[src/rtl/rv32_isa_pkg.sv]
// ##################################################
// RV32IM encoding definitions: word and register
// index types, major opcodes, load/store widths and
// instruction field positions
// ##################################################
`default_nettype none

package rv32_isa_pkg;

  // Basic data types
  typedef logic [31:0] word_t;
  typedef logic [4:0]  reg_idx_t;

  // Major opcodes kept by the decode stage
  typedef enum logic [6:0] {
    OP     = 7'b0110011,
    OP_IMM = 7'b0010011,
    LUI    = 7'b0110111,
    AUIPC  = 7'b0010111,
    LOAD   = 7'b0000011,
    STORE  = 7'b0100011
  } opcode_t;

  // funct3 for loads and stores
  typedef enum logic [2:0] {
    LW_B  = 3'b000,
    LW_H  = 3'b001,
    LW_W  = 3'b010,
    LW_BU = 3'b100,
    LW_HU = 3'b101
  } load_width_t;

  // funct7 of MUL/DIV/REM group
  localparam logic [6:0] M_FUNCT7 = 7'b0000001;

  // Low bit of each field in the 32-bit word
  localparam int RD_LSB     = 7;
  localparam int FUNCT3_LSB = 12;
  localparam int RS1_LSB    = 15;
  localparam int RS2_LSB    = 20;
  localparam int FUNCT7_LSB = 25;

endpackage

`default_nettype wire

[src/rtl/decode_types_pkg.sv]
// ##################################################
// Decode stage micro-architecture types: functional
// units, operations, operand selects, control and
// per-unit issue payloads
// ##################################################
`default_nettype none

package decode_types_pkg;

  // Functional units, also the credit vector index
  typedef enum logic [1:0] {
    FU_ARITH = 2'd0,
    FU_MUL   = 2'd1,
    FU_DIV   = 2'd2,
    FU_LS    = 2'd3
  } fu_t;

  localparam int NUM_FU = 4;

  typedef enum logic [3:0] {
    ALU_ADD,
    ALU_SUB,
    ALU_SLL,
    ALU_SLT,
    ALU_SLTU,
    ALU_XOR,
    ALU_SRL,
    ALU_SRA,
    ALU_OR,
    ALU_AND
  } alu_op_t;

  // Same order as funct3 of the M extension
  typedef enum logic [2:0] {
    M_MUL,
    M_MULH,
    M_MULHSU,
    M_MULHU,
    M_DIV,
    M_DIVU,
    M_REM,
    M_REMU
  } m_op_t;

  typedef enum logic [1:0] {A_RS1, A_PC, A_ZERO} a_sel_t;

  typedef enum logic [1:0] {B_RS2, B_IMM_I, B_SHAMT, B_IMM_U} b_sel_t;

  typedef struct packed {
    rv32_isa_pkg::word_t instr;
    rv32_isa_pkg::word_t pc;
  } fetch_pkt_t;

  typedef struct packed {
    fu_t                       fu;
    alu_op_t                   alu_op;
    m_op_t                     m_op;
    a_sel_t                    a_sel;
    b_sel_t                    b_sel;
    logic                      is_store;
    rv32_isa_pkg::load_width_t width;
    rv32_isa_pkg::reg_idx_t    rd;
    logic                      wen;
  } ctrl_t;

  typedef struct packed {
    alu_op_t                alu_op;
    rv32_isa_pkg::word_t    port_a;
    rv32_isa_pkg::word_t    port_b;
    rv32_isa_pkg::reg_idx_t rd;
  } arith_issue_t;

  // Shared by the multiply and divide units
  typedef struct packed {
    m_op_t                  m_op;
    rv32_isa_pkg::word_t    rs1_data;
    rv32_isa_pkg::word_t    rs2_data;
    rv32_isa_pkg::reg_idx_t rd;
  } muldiv_issue_t;

  typedef struct packed {
    logic                      is_store;
    rv32_isa_pkg::load_width_t width;
    rv32_isa_pkg::word_t       base;
    rv32_isa_pkg::word_t       offset;
    rv32_isa_pkg::word_t       store_data;
    rv32_isa_pkg::reg_idx_t    rd;
  } ls_issue_t;

endpackage

`default_nettype wire

[src/rtl/instr_decoder.sv]
// ##################################################
// Combinational instruction decoder: opcode, funct3
// and funct7 to target unit, operation, operand
// selects, access width and destination register
// ##################################################
`default_nettype none
`timescale 1ns/100ps

module instr_decoder (
  input  rv32_isa_pkg::word_t     instr,
  output decode_types_pkg::ctrl_t ctrl,
  output rv32_isa_pkg::reg_idx_t  rs1_addr,
  output rv32_isa_pkg::reg_idx_t  rs2_addr
);

  import rv32_isa_pkg::*;
  import decode_types_pkg::*;

  opcode_t    opcode;
  logic [2:0] funct3;
  logic [6:0] funct7;
  logic       is_shift_imm;

  // ALU operation from funct3; alt is instr bit 30
  function automatic alu_op_t alu_decode(input logic [2:0] f3, input logic alt,
                                         input logic allow_sub);
    alu_op_t op;
    case (f3)
      3'b000:  op = (allow_sub && alt) ? ALU_SUB : ALU_ADD;
      3'b001:  op = ALU_SLL;
      3'b010:  op = ALU_SLT;
      3'b011:  op = ALU_SLTU;
      3'b100:  op = ALU_XOR;
      3'b101:  op = alt ? ALU_SRA : ALU_SRL;
      3'b110:  op = ALU_OR;
      default: op = ALU_AND;
    endcase
    return op;
  endfunction

  assign opcode   = opcode_t'(instr[6:0]);
  assign funct3   = instr[FUNCT3_LSB +: 3];
  assign funct7   = instr[FUNCT7_LSB +: 7];
  assign rs1_addr = instr[RS1_LSB +: 5];
  assign rs2_addr = instr[RS2_LSB +: 5];

  // SLLI, SRLI and SRAI take the shift amount from the rs2 field
  assign is_shift_imm = (funct3 == 3'b001) || (funct3 == 3'b101);

  always_comb begin
    // Defaults describe a register-register ALU op
    ctrl.fu       = FU_ARITH;
    ctrl.alu_op   = ALU_ADD;
    ctrl.m_op     = m_op_t'(funct3);
    ctrl.a_sel    = A_RS1;
    ctrl.b_sel    = B_RS2;
    ctrl.is_store = 1'b0;
    ctrl.width    = load_width_t'(funct3);
    ctrl.rd       = instr[RD_LSB +: 5];
    ctrl.wen      = 1'b1;

    case (opcode)
      OP: begin
        if (funct7 == M_FUNCT7) begin
          // funct3[2] splits MUL* from DIV/REM
          ctrl.fu = funct3[2] ? FU_DIV : FU_MUL;
        end else begin
          ctrl.alu_op = alu_decode(funct3, funct7[5], 1'b1);
        end
      end
      OP_IMM: begin
        ctrl.alu_op = alu_decode(funct3, funct7[5], 1'b0);
        ctrl.b_sel  = is_shift_imm ? B_SHAMT : B_IMM_I;
      end
      LUI: begin
        ctrl.a_sel = A_ZERO;
        ctrl.b_sel = B_IMM_U;
      end
      AUIPC: begin
        ctrl.a_sel = A_PC;
        ctrl.b_sel = B_IMM_U;
      end
      LOAD: begin
        ctrl.fu = FU_LS;
      end
      STORE: begin
        ctrl.fu       = FU_LS;
        ctrl.is_store = 1'b1;
        ctrl.wen      = 1'b0;
      end
      default: begin
        // Other opcodes are not sent by fetch
        ctrl.fu = FU_ARITH;
      end
    endcase
  end

endmodule

`default_nettype wire

[src/rtl/operand_builder.sv]
// ##################################################
// Immediate sign extension and operand muxes that
// build the arith, mul/div and load/store payloads
// ##################################################
`default_nettype none
`timescale 1ns/100ps

module operand_builder (
  input  decode_types_pkg::ctrl_t         ctrl,
  input  rv32_isa_pkg::word_t             pc,
  input  rv32_isa_pkg::word_t             instr,
  input  rv32_isa_pkg::word_t             rs1_data,
  input  rv32_isa_pkg::word_t             rs2_data,
  output decode_types_pkg::arith_issue_t  arith_operands,
  output decode_types_pkg::muldiv_issue_t muldiv_operands,
  output decode_types_pkg::ls_issue_t     ls_operands
);

  import rv32_isa_pkg::*;
  import decode_types_pkg::*;

  word_t imm_i;
  word_t imm_s;
  word_t imm_u;
  word_t shamt;
  word_t port_a;
  word_t port_b;

  assign imm_i = {{20{instr[31]}}, instr[31:20]};
  assign imm_s = {{20{instr[31]}}, instr[31:25], instr[11:7]};
  assign imm_u = {instr[31:12], 12'b0};
  assign shamt = {27'b0, instr[RS2_LSB +: 5]};

  always_comb begin
    case (ctrl.a_sel)
      A_RS1:   port_a = rs1_data;
      A_PC:    port_a = pc;
      default: port_a = '0;
    endcase
  end

  always_comb begin
    case (ctrl.b_sel)
      B_RS2:   port_b = rs2_data;
      B_IMM_I: port_b = imm_i;
      B_SHAMT: port_b = shamt;
      default: port_b = imm_u;
    endcase
  end

  assign arith_operands  = '{alu_op: ctrl.alu_op, port_a: port_a, port_b: port_b, rd: ctrl.rd};
  assign muldiv_operands = '{m_op: ctrl.m_op, rs1_data: rs1_data, rs2_data: rs2_data,
                             rd: ctrl.rd};

  // Stores write no register, so rd goes to x0
  assign ls_operands.is_store   = ctrl.is_store;
  assign ls_operands.width      = ctrl.width;
  assign ls_operands.base       = rs1_data;
  assign ls_operands.offset     = ctrl.is_store ? imm_s : imm_i;
  assign ls_operands.store_data = rs2_data;
  assign ls_operands.rd         = ctrl.wen ? ctrl.rd : '0;

endmodule

`default_nettype wire

[src/rtl/credit_counter.sv]
// ##################################################
// Free-slot counter for one functional unit
// ##################################################
`default_nettype none
`timescale 1ns/100ps

module credit_counter #(
  parameter int CREDITS = 4
) (
  input  logic CLK,
  input  logic nRST,
  input  logic take,
  input  logic give,
  output logic has_credit
);

  localparam int CW = $clog2(CREDITS + 1);

  logic [CW-1:0] count;

  always_ff @(posedge CLK, negedge nRST) begin
    if (!nRST) begin
      count <= CW'(CREDITS);
    end else if (take && !give) begin
      count <= count - 1'b1;
    end else if (give && !take) begin
      count <= count + 1'b1;
    end
  end

  // A returned credit is usable from the next edge on
  assign has_credit = (count != '0);

  a_no_take_empty: assert property (@(posedge CLK) disable iff (!nRST)
    take |-> (count != '0));

  // Unit must not hand back more than it was given
  a_no_give_full: assert property (@(posedge CLK) disable iff (!nRST)
    give |-> (count != CW'(CREDITS)));

endmodule

`default_nettype wire

[src/rtl/dispatch_regs.sv]
// ##################################################
// Accept decision, flush drop and the registered
// issue outputs of the four functional units
// ##################################################
`default_nettype none
`timescale 1ns/100ps

module dispatch_regs (
  input  logic                                  CLK,
  input  logic                                  nRST,
  input  logic                                  in_valid,
  input  logic                                  flush,
  input  decode_types_pkg::fu_t                 fu,
  input  logic [decode_types_pkg::NUM_FU-1:0]   has_credit,
  input  decode_types_pkg::arith_issue_t        arith_operands,
  input  decode_types_pkg::muldiv_issue_t       muldiv_operands,
  input  decode_types_pkg::ls_issue_t           ls_operands,
  output logic                                  in_ready,
  output logic [decode_types_pkg::NUM_FU-1:0]   take,
  output logic                                  arith_valid,
  output logic                                  mul_valid,
  output logic                                  div_valid,
  output logic                                  ls_valid,
  output decode_types_pkg::arith_issue_t        arith_issue,
  output decode_types_pkg::muldiv_issue_t       muldiv_issue,
  output decode_types_pkg::ls_issue_t           ls_issue
);

  import decode_types_pkg::*;

  logic issue;

  // Flush lets fetch drop the packet without waiting on credits
  assign in_ready = flush || has_credit[fu];
  assign issue    = in_valid && in_ready && !flush;

  always_comb begin
    take     = '0;
    take[fu] = issue;
  end

  always_ff @(posedge CLK, negedge nRST) begin
    if (!nRST) begin
      arith_valid <= 1'b0;
      mul_valid   <= 1'b0;
      div_valid   <= 1'b0;
      ls_valid    <= 1'b0;
    end else begin
      arith_valid <= take[FU_ARITH];
      mul_valid   <= take[FU_MUL];
      div_valid   <= take[FU_DIV];
      ls_valid    <= take[FU_LS];
    end
  end

  // Payloads only change when their unit is issued to
  always_ff @(posedge CLK) begin
    if (take[FU_ARITH]) begin
      arith_issue <= arith_operands;
    end
    if (take[FU_MUL] || take[FU_DIV]) begin
      muldiv_issue <= muldiv_operands;
    end
    if (take[FU_LS]) begin
      ls_issue <= ls_operands;
    end
  end

  a_one_valid: assert property (@(posedge CLK) disable iff (!nRST)
    $onehot0({arith_valid, mul_valid, div_valid, ls_valid}));

endmodule

`default_nettype wire

[src/rtl/decode_stage.sv]
// ##################################################
// Decode stage top: decoder, operand builder,
// per-unit credit counters and issue registers
// ##################################################
`default_nettype none
`timescale 1ns/100ps

module decode_stage #(
  parameter int CREDITS = 4
) (
  input  logic                                CLK,
  input  logic                                nRST,
  input  logic                                in_valid,
  input  decode_types_pkg::fetch_pkt_t        in_pkt,
  input  rv32_isa_pkg::word_t                 rs1_data,
  input  rv32_isa_pkg::word_t                 rs2_data,
  input  logic                                flush,
  input  logic [decode_types_pkg::NUM_FU-1:0] credit_return,
  output logic                                in_ready,
  output rv32_isa_pkg::reg_idx_t              rs1_addr,
  output rv32_isa_pkg::reg_idx_t              rs2_addr,
  output logic                                arith_valid,
  output decode_types_pkg::arith_issue_t      arith_issue,
  output logic                                mul_valid,
  output logic                                div_valid,
  output decode_types_pkg::muldiv_issue_t     muldiv_issue,
  output logic                                ls_valid,
  output decode_types_pkg::ls_issue_t         ls_issue
);

  import rv32_isa_pkg::*;
  import decode_types_pkg::*;

  ctrl_t         ctrl;
  arith_issue_t  arith_operands;
  muldiv_issue_t muldiv_operands;
  ls_issue_t     ls_operands;
  logic [NUM_FU-1:0] take;
  logic [NUM_FU-1:0] has_credit;

  instr_decoder u_decoder (
    .instr    (in_pkt.instr),
    .ctrl     (ctrl),
    .rs1_addr (rs1_addr),
    .rs2_addr (rs2_addr)
  );

  operand_builder u_operands (
    .ctrl            (ctrl),
    .pc              (in_pkt.pc),
    .instr           (in_pkt.instr),
    .rs1_data        (rs1_data),
    .rs2_data        (rs2_data),
    .arith_operands  (arith_operands),
    .muldiv_operands (muldiv_operands),
    .ls_operands     (ls_operands)
  );

  // One counter per unit, indexed by fu_t
  for (genvar i = 0; i < NUM_FU; i++) begin : g_credit
    credit_counter #(
      .CREDITS (CREDITS)
    ) u_credit (
      .CLK        (CLK),
      .nRST       (nRST),
      .take       (take[i]),
      .give       (credit_return[i]),
      .has_credit (has_credit[i])
    );
  end

  dispatch_regs u_dispatch (
    .CLK             (CLK),
    .nRST            (nRST),
    .in_valid        (in_valid),
    .flush           (flush),
    .fu              (ctrl.fu),
    .has_credit      (has_credit),
    .arith_operands  (arith_operands),
    .muldiv_operands (muldiv_operands),
    .ls_operands     (ls_operands),
    .in_ready        (in_ready),
    .take            (take),
    .arith_valid     (arith_valid),
    .mul_valid       (mul_valid),
    .div_valid       (div_valid),
    .ls_valid        (ls_valid),
    .arith_issue     (arith_issue),
    .muldiv_issue    (muldiv_issue),
    .ls_issue        (ls_issue)
  );

  // Fetch only offers opcodes the decoder knows
  a_legal_opcode: assert property (@(posedge CLK) disable iff (!nRST)
    in_valid |-> (in_pkt.instr[6:0] inside {OP, OP_IMM, LUI, AUIPC, LOAD, STORE}));

endmodule

`default_nettype wire

[config.mk]
export PLATFORM = sky130hd
export DESIGN_NAME = decode_stage
export DESIGN_NICKNAME = d
export VERILOG_FILES = /design/src/rtl/rv32_isa_pkg.sv /design/src/rtl/decode_types_pkg.sv /design/src/rtl/instr_decoder.sv /design/src/rtl/operand_builder.sv /design/src/rtl/credit_counter.sv /design/src/rtl/dispatch_regs.sv /design/src/rtl/decode_stage.sv
export SDC_FILE = /design/constraint.sdc
export NUM_CORES = 1
export LEC_CHECK = 0
export BUFFER_PORTS_ARGS = -buffer_cell sky130_fd_sc_hd__buf_2
export CORE_AREA = 5 5 153 155
export DETAILED_ROUTE_END_ITERATION = 12
export DIE_AREA = 0 0 158 160
export PLACE_DENSITY = 0.72
export SLEW_MARGIN = 20
export SYNTH_ARGS = -nofsm -noshare
export SYNTH_HDL_FRONTEND = slang
export SYNTH_SLANG_ARGS = --single-unit
[constraint.sdc]
create_clock -name CLK -period 18.3 [get_ports CLK]
set_clock_uncertainty 0.05 [all_clocks]
set_input_delay 3.66 -clock CLK [delete_from_list [all_inputs] [get_ports CLK]]
set_output_delay 3.66 -clock CLK [all_outputs]
set_load 0.02 [all_outputs]
==> flow_summary.ini <==
[cells_and_area]
final_cell_mix = buf_2, edfxtp_1, nand2_1
final_common_cell = buf_2
drive_above_1_share = 0.491
syn_to_final_growth_pct = 32.9
fin_nets = 1088

[synthesis]
syn_nets = 703
ys_types = 43
syn-instance-count = 559
synthAdderAreaFrac = 0.0142
yosys_register_bits = 246
yosys.area_share.simple = 0.0842
synth_top_family_by_area = simple AND/OR/NAND/NOR gates
yosysWarnings = 0
syn_area_mm2 = 0.00918
muxShareOfSynthArea = 0.0116
synth_compound_area_frac = 0.0395
syn_area_per_cell_um2 = 16.4
synth_xor_area_frac = 0.0114
ys_seq_area_frac = 0.796

[global_routing]
overflow = 0
antenna_found_initial = 4
grt_pass1_wl_um = 39600
grt_pass1_vias = 6400
grt_max_degree = 74
gr-usage-all-layers = 0.206

[setup_path]
cp_top_family = simple AND/OR/NAND/NOR gates
cp_data_arrival_time_ns = 5.72
cp-start-kind = input pin
cpMaxStageDelayCell = mux2i_1
worstPathCellList = buf_2 -> or4b_4 -> nor4_4 -> mux2i_1 -> nand2_1 -> buf_2
endpoint_kind = primary output
critPathBufInv = 2
crit_required_ns = 14.59
crit_type = in -> out
crit_top_cell = buf_2
cpPeakStageDelay_ns = 0.69
path_max_fanout = 5

[sta]
worst_pin_slew_ns = 1.13
hold_viol = 0
drv_slew = 0
finalSetupViolations = 0
max_freq_mhz = 106
slew_headroom = 0.244
fin_setup_tns_ns = 0
holdWs_ns = 0.449
period_share = 0.515
post-route-min-period_ns = 9.43
rsz0062_at_grt = false

[placement]
dp.final_hpwl_um = 19900
place_congestion = 0.870
io_buffers = 400

[die]
num_rows = 54
die_y_um = 160
start_util = 0.423
dieWidth_um = 158
dieArea_mm2 = 0.0253
boundaryPins = 401
core_area_mm2 = 0.0217

[clock_network]
hold_buffers = 0
clock_sinks = 246
cts_max_level = 1
clk_pin_slew_ns = 0.06
cts_tree = done
numCtsBuffers = 26
cts_resized = 0
post_cts_buffers = 0
ctsRootBufferMaster = clkbuf_16
clk_path_buf_depth = 3
clock_latency_ns = 0.52

[flow_run]
max_cap_viol_count = 0

[route]
vias = 6307
wl_per_cell_um = 21.9
wirelength_um = 27300
ant_nets = 0
viasPerCell = 5.06
drt_first_pass_iters = 5
first_iter_violations = 448
drc = 0

[pwr]
power.leakage_nw = 5.11
pwr_density_cell_mw_per_mm2 = 108
peakVddDrop_mv = 0.0701

[hold_path]
worstHoldPathType = reg -> reg

[outcome]
status = completed
-- path summary, 6_finish.rpt --
kind | start | end | slack [ns] | depth (start not counted)
max | in_pkt[59] | in_ready | 8.87 | 6
min | g_credit[0].u_credit.count[0] | g_credit[0].u_credit.count[0] | 0.45 | 1
max reg2reg | g_credit[2].u_credit.count[2] | u_dispatch.ls_issue[100] | 15.36 | 6
min reg2reg | g_credit[0].u_credit.count[0] | g_credit[0].u_credit.count[0] | 0.45 | 1
max in group asynchronous | nRST | g_credit[3].u_credit.count[2] | 14.87 | 1
min in group asynchronous | nRST | u_dispatch.arith_valid | 3.01 | 1
-- registers in the layout, indices dropped and copies added, names as in the netlist --
register / cells
u_dispatch.muldiv_issue: 72
u_dispatch.ls_issue: 85
u_dispatch.div_valid: 1
u_dispatch.arith_issue: 73
g_credit.u_credit.count: 12
u_dispatch.mul_valid: 1
u_dispatch.arith_valid: 1
u_dispatch.ls_valid: 1
-- synthesized netlist by cell type (all sizes together) --
cell    number  share of area
or3b         1        0.00095
a221o       19          0.021
o21ai        2         0.0011
or3          3         0.0020
buf         37          0.028
mux2         5         0.0061
inv         20         0.0082
xnor2        4         0.0038
fa           4         0.0087
nor3b        1         0.0014
a21o         2         0.0016
and3         2         0.0014
a211oi       1         0.0014
a21oi       16         0.0087
edfxtp     230           0.75
nand2       88          0.036
dfstp        4          0.011
nand2b       1        0.00068
nor2         8         0.0033
nand4b       1         0.0016
mux2i        5         0.0055
a22o         1        0.00095
dfrtp       12          0.033
and2         5         0.0034
or2          1        0.00068
xor2         8         0.0076
ha           4         0.0055
a221oi       1        0.00095
nor2b        1        0.00068
a31oi        1        0.00068
clkbuf      16         0.0065
nor4b        1        0.00095
o31ai        1        0.00082
a311oi       2         0.0026
nor4         2         0.0030
nand3       38          0.021
nor3         9         0.0049
or4b         2         0.0026
-- kinds of logic after synthesis --
group | after synthesis
AND/OR/NAND/NOR | 164
multiplexers | 10
adder cells (fa/ha/maj) | 8
flip-flops | 246
AO/OA/AOI/OAI | 46
XOR/XNOR | 12
buffers and inverters | 73
-- area by class of cell --
type                            instances  area, um2
Timing Repair Buffer                  410       2100
Sequential cell                       246       7310
Antenna cell                            3       7.51
Tap cell                              280        350
Clock inverter                         15        124
Multi-Input combinational cell        240       1530
Fill cell                            1779       9490
Clock buffer                           33        708
Inverter                               20       75.1
-- metrics by stage --
step	utilization	power (W)	cell area (um2)	setup WS [ns]	instances
after CTS	0.561	0.00133	12200	8.90	1243
after global routing	0.562	0.00137	12200	8.77	1246
after global placement	0.522	0.000812	11300	8.91	1195
final	0.562	0.00131	12200	8.87	1247
after floorplan	-	0.000761	9180	4.65	559
after detailed placement	0.522	0.000817	11300	8.91	1195
-- report_power, final --
part           internal [W]  switching (W)  leakage, nW  total, W
Combinational     0.0000488      0.0000871         2.42  0.000136
Clock              0.000301       0.000206        0.414  0.000508
Sequential         0.000654      0.0000141         2.28  0.000668
Total               0.00100       0.000308         5.11   0.00131
-- worst reg2reg max path: stages (launching register included) --
cell and delay [ns]:
dfstp_2 0.54, nor3_1 0.07, nor3_1 0.24, a221oi_1 0.25
a21oi_4 0.20, buf_4 0.51, buf_4 0.65
-- per-layer routing --
metal  routed length, um  GRT usage  up-vias
met2               14000      0.361      379
met1                9670      0.254     3046
li1                    -          -     2825
met4                 648     0.0570        4
met5                  28          0        -
met3                2930     0.0487       53
(Power assumes the default switching activity.)
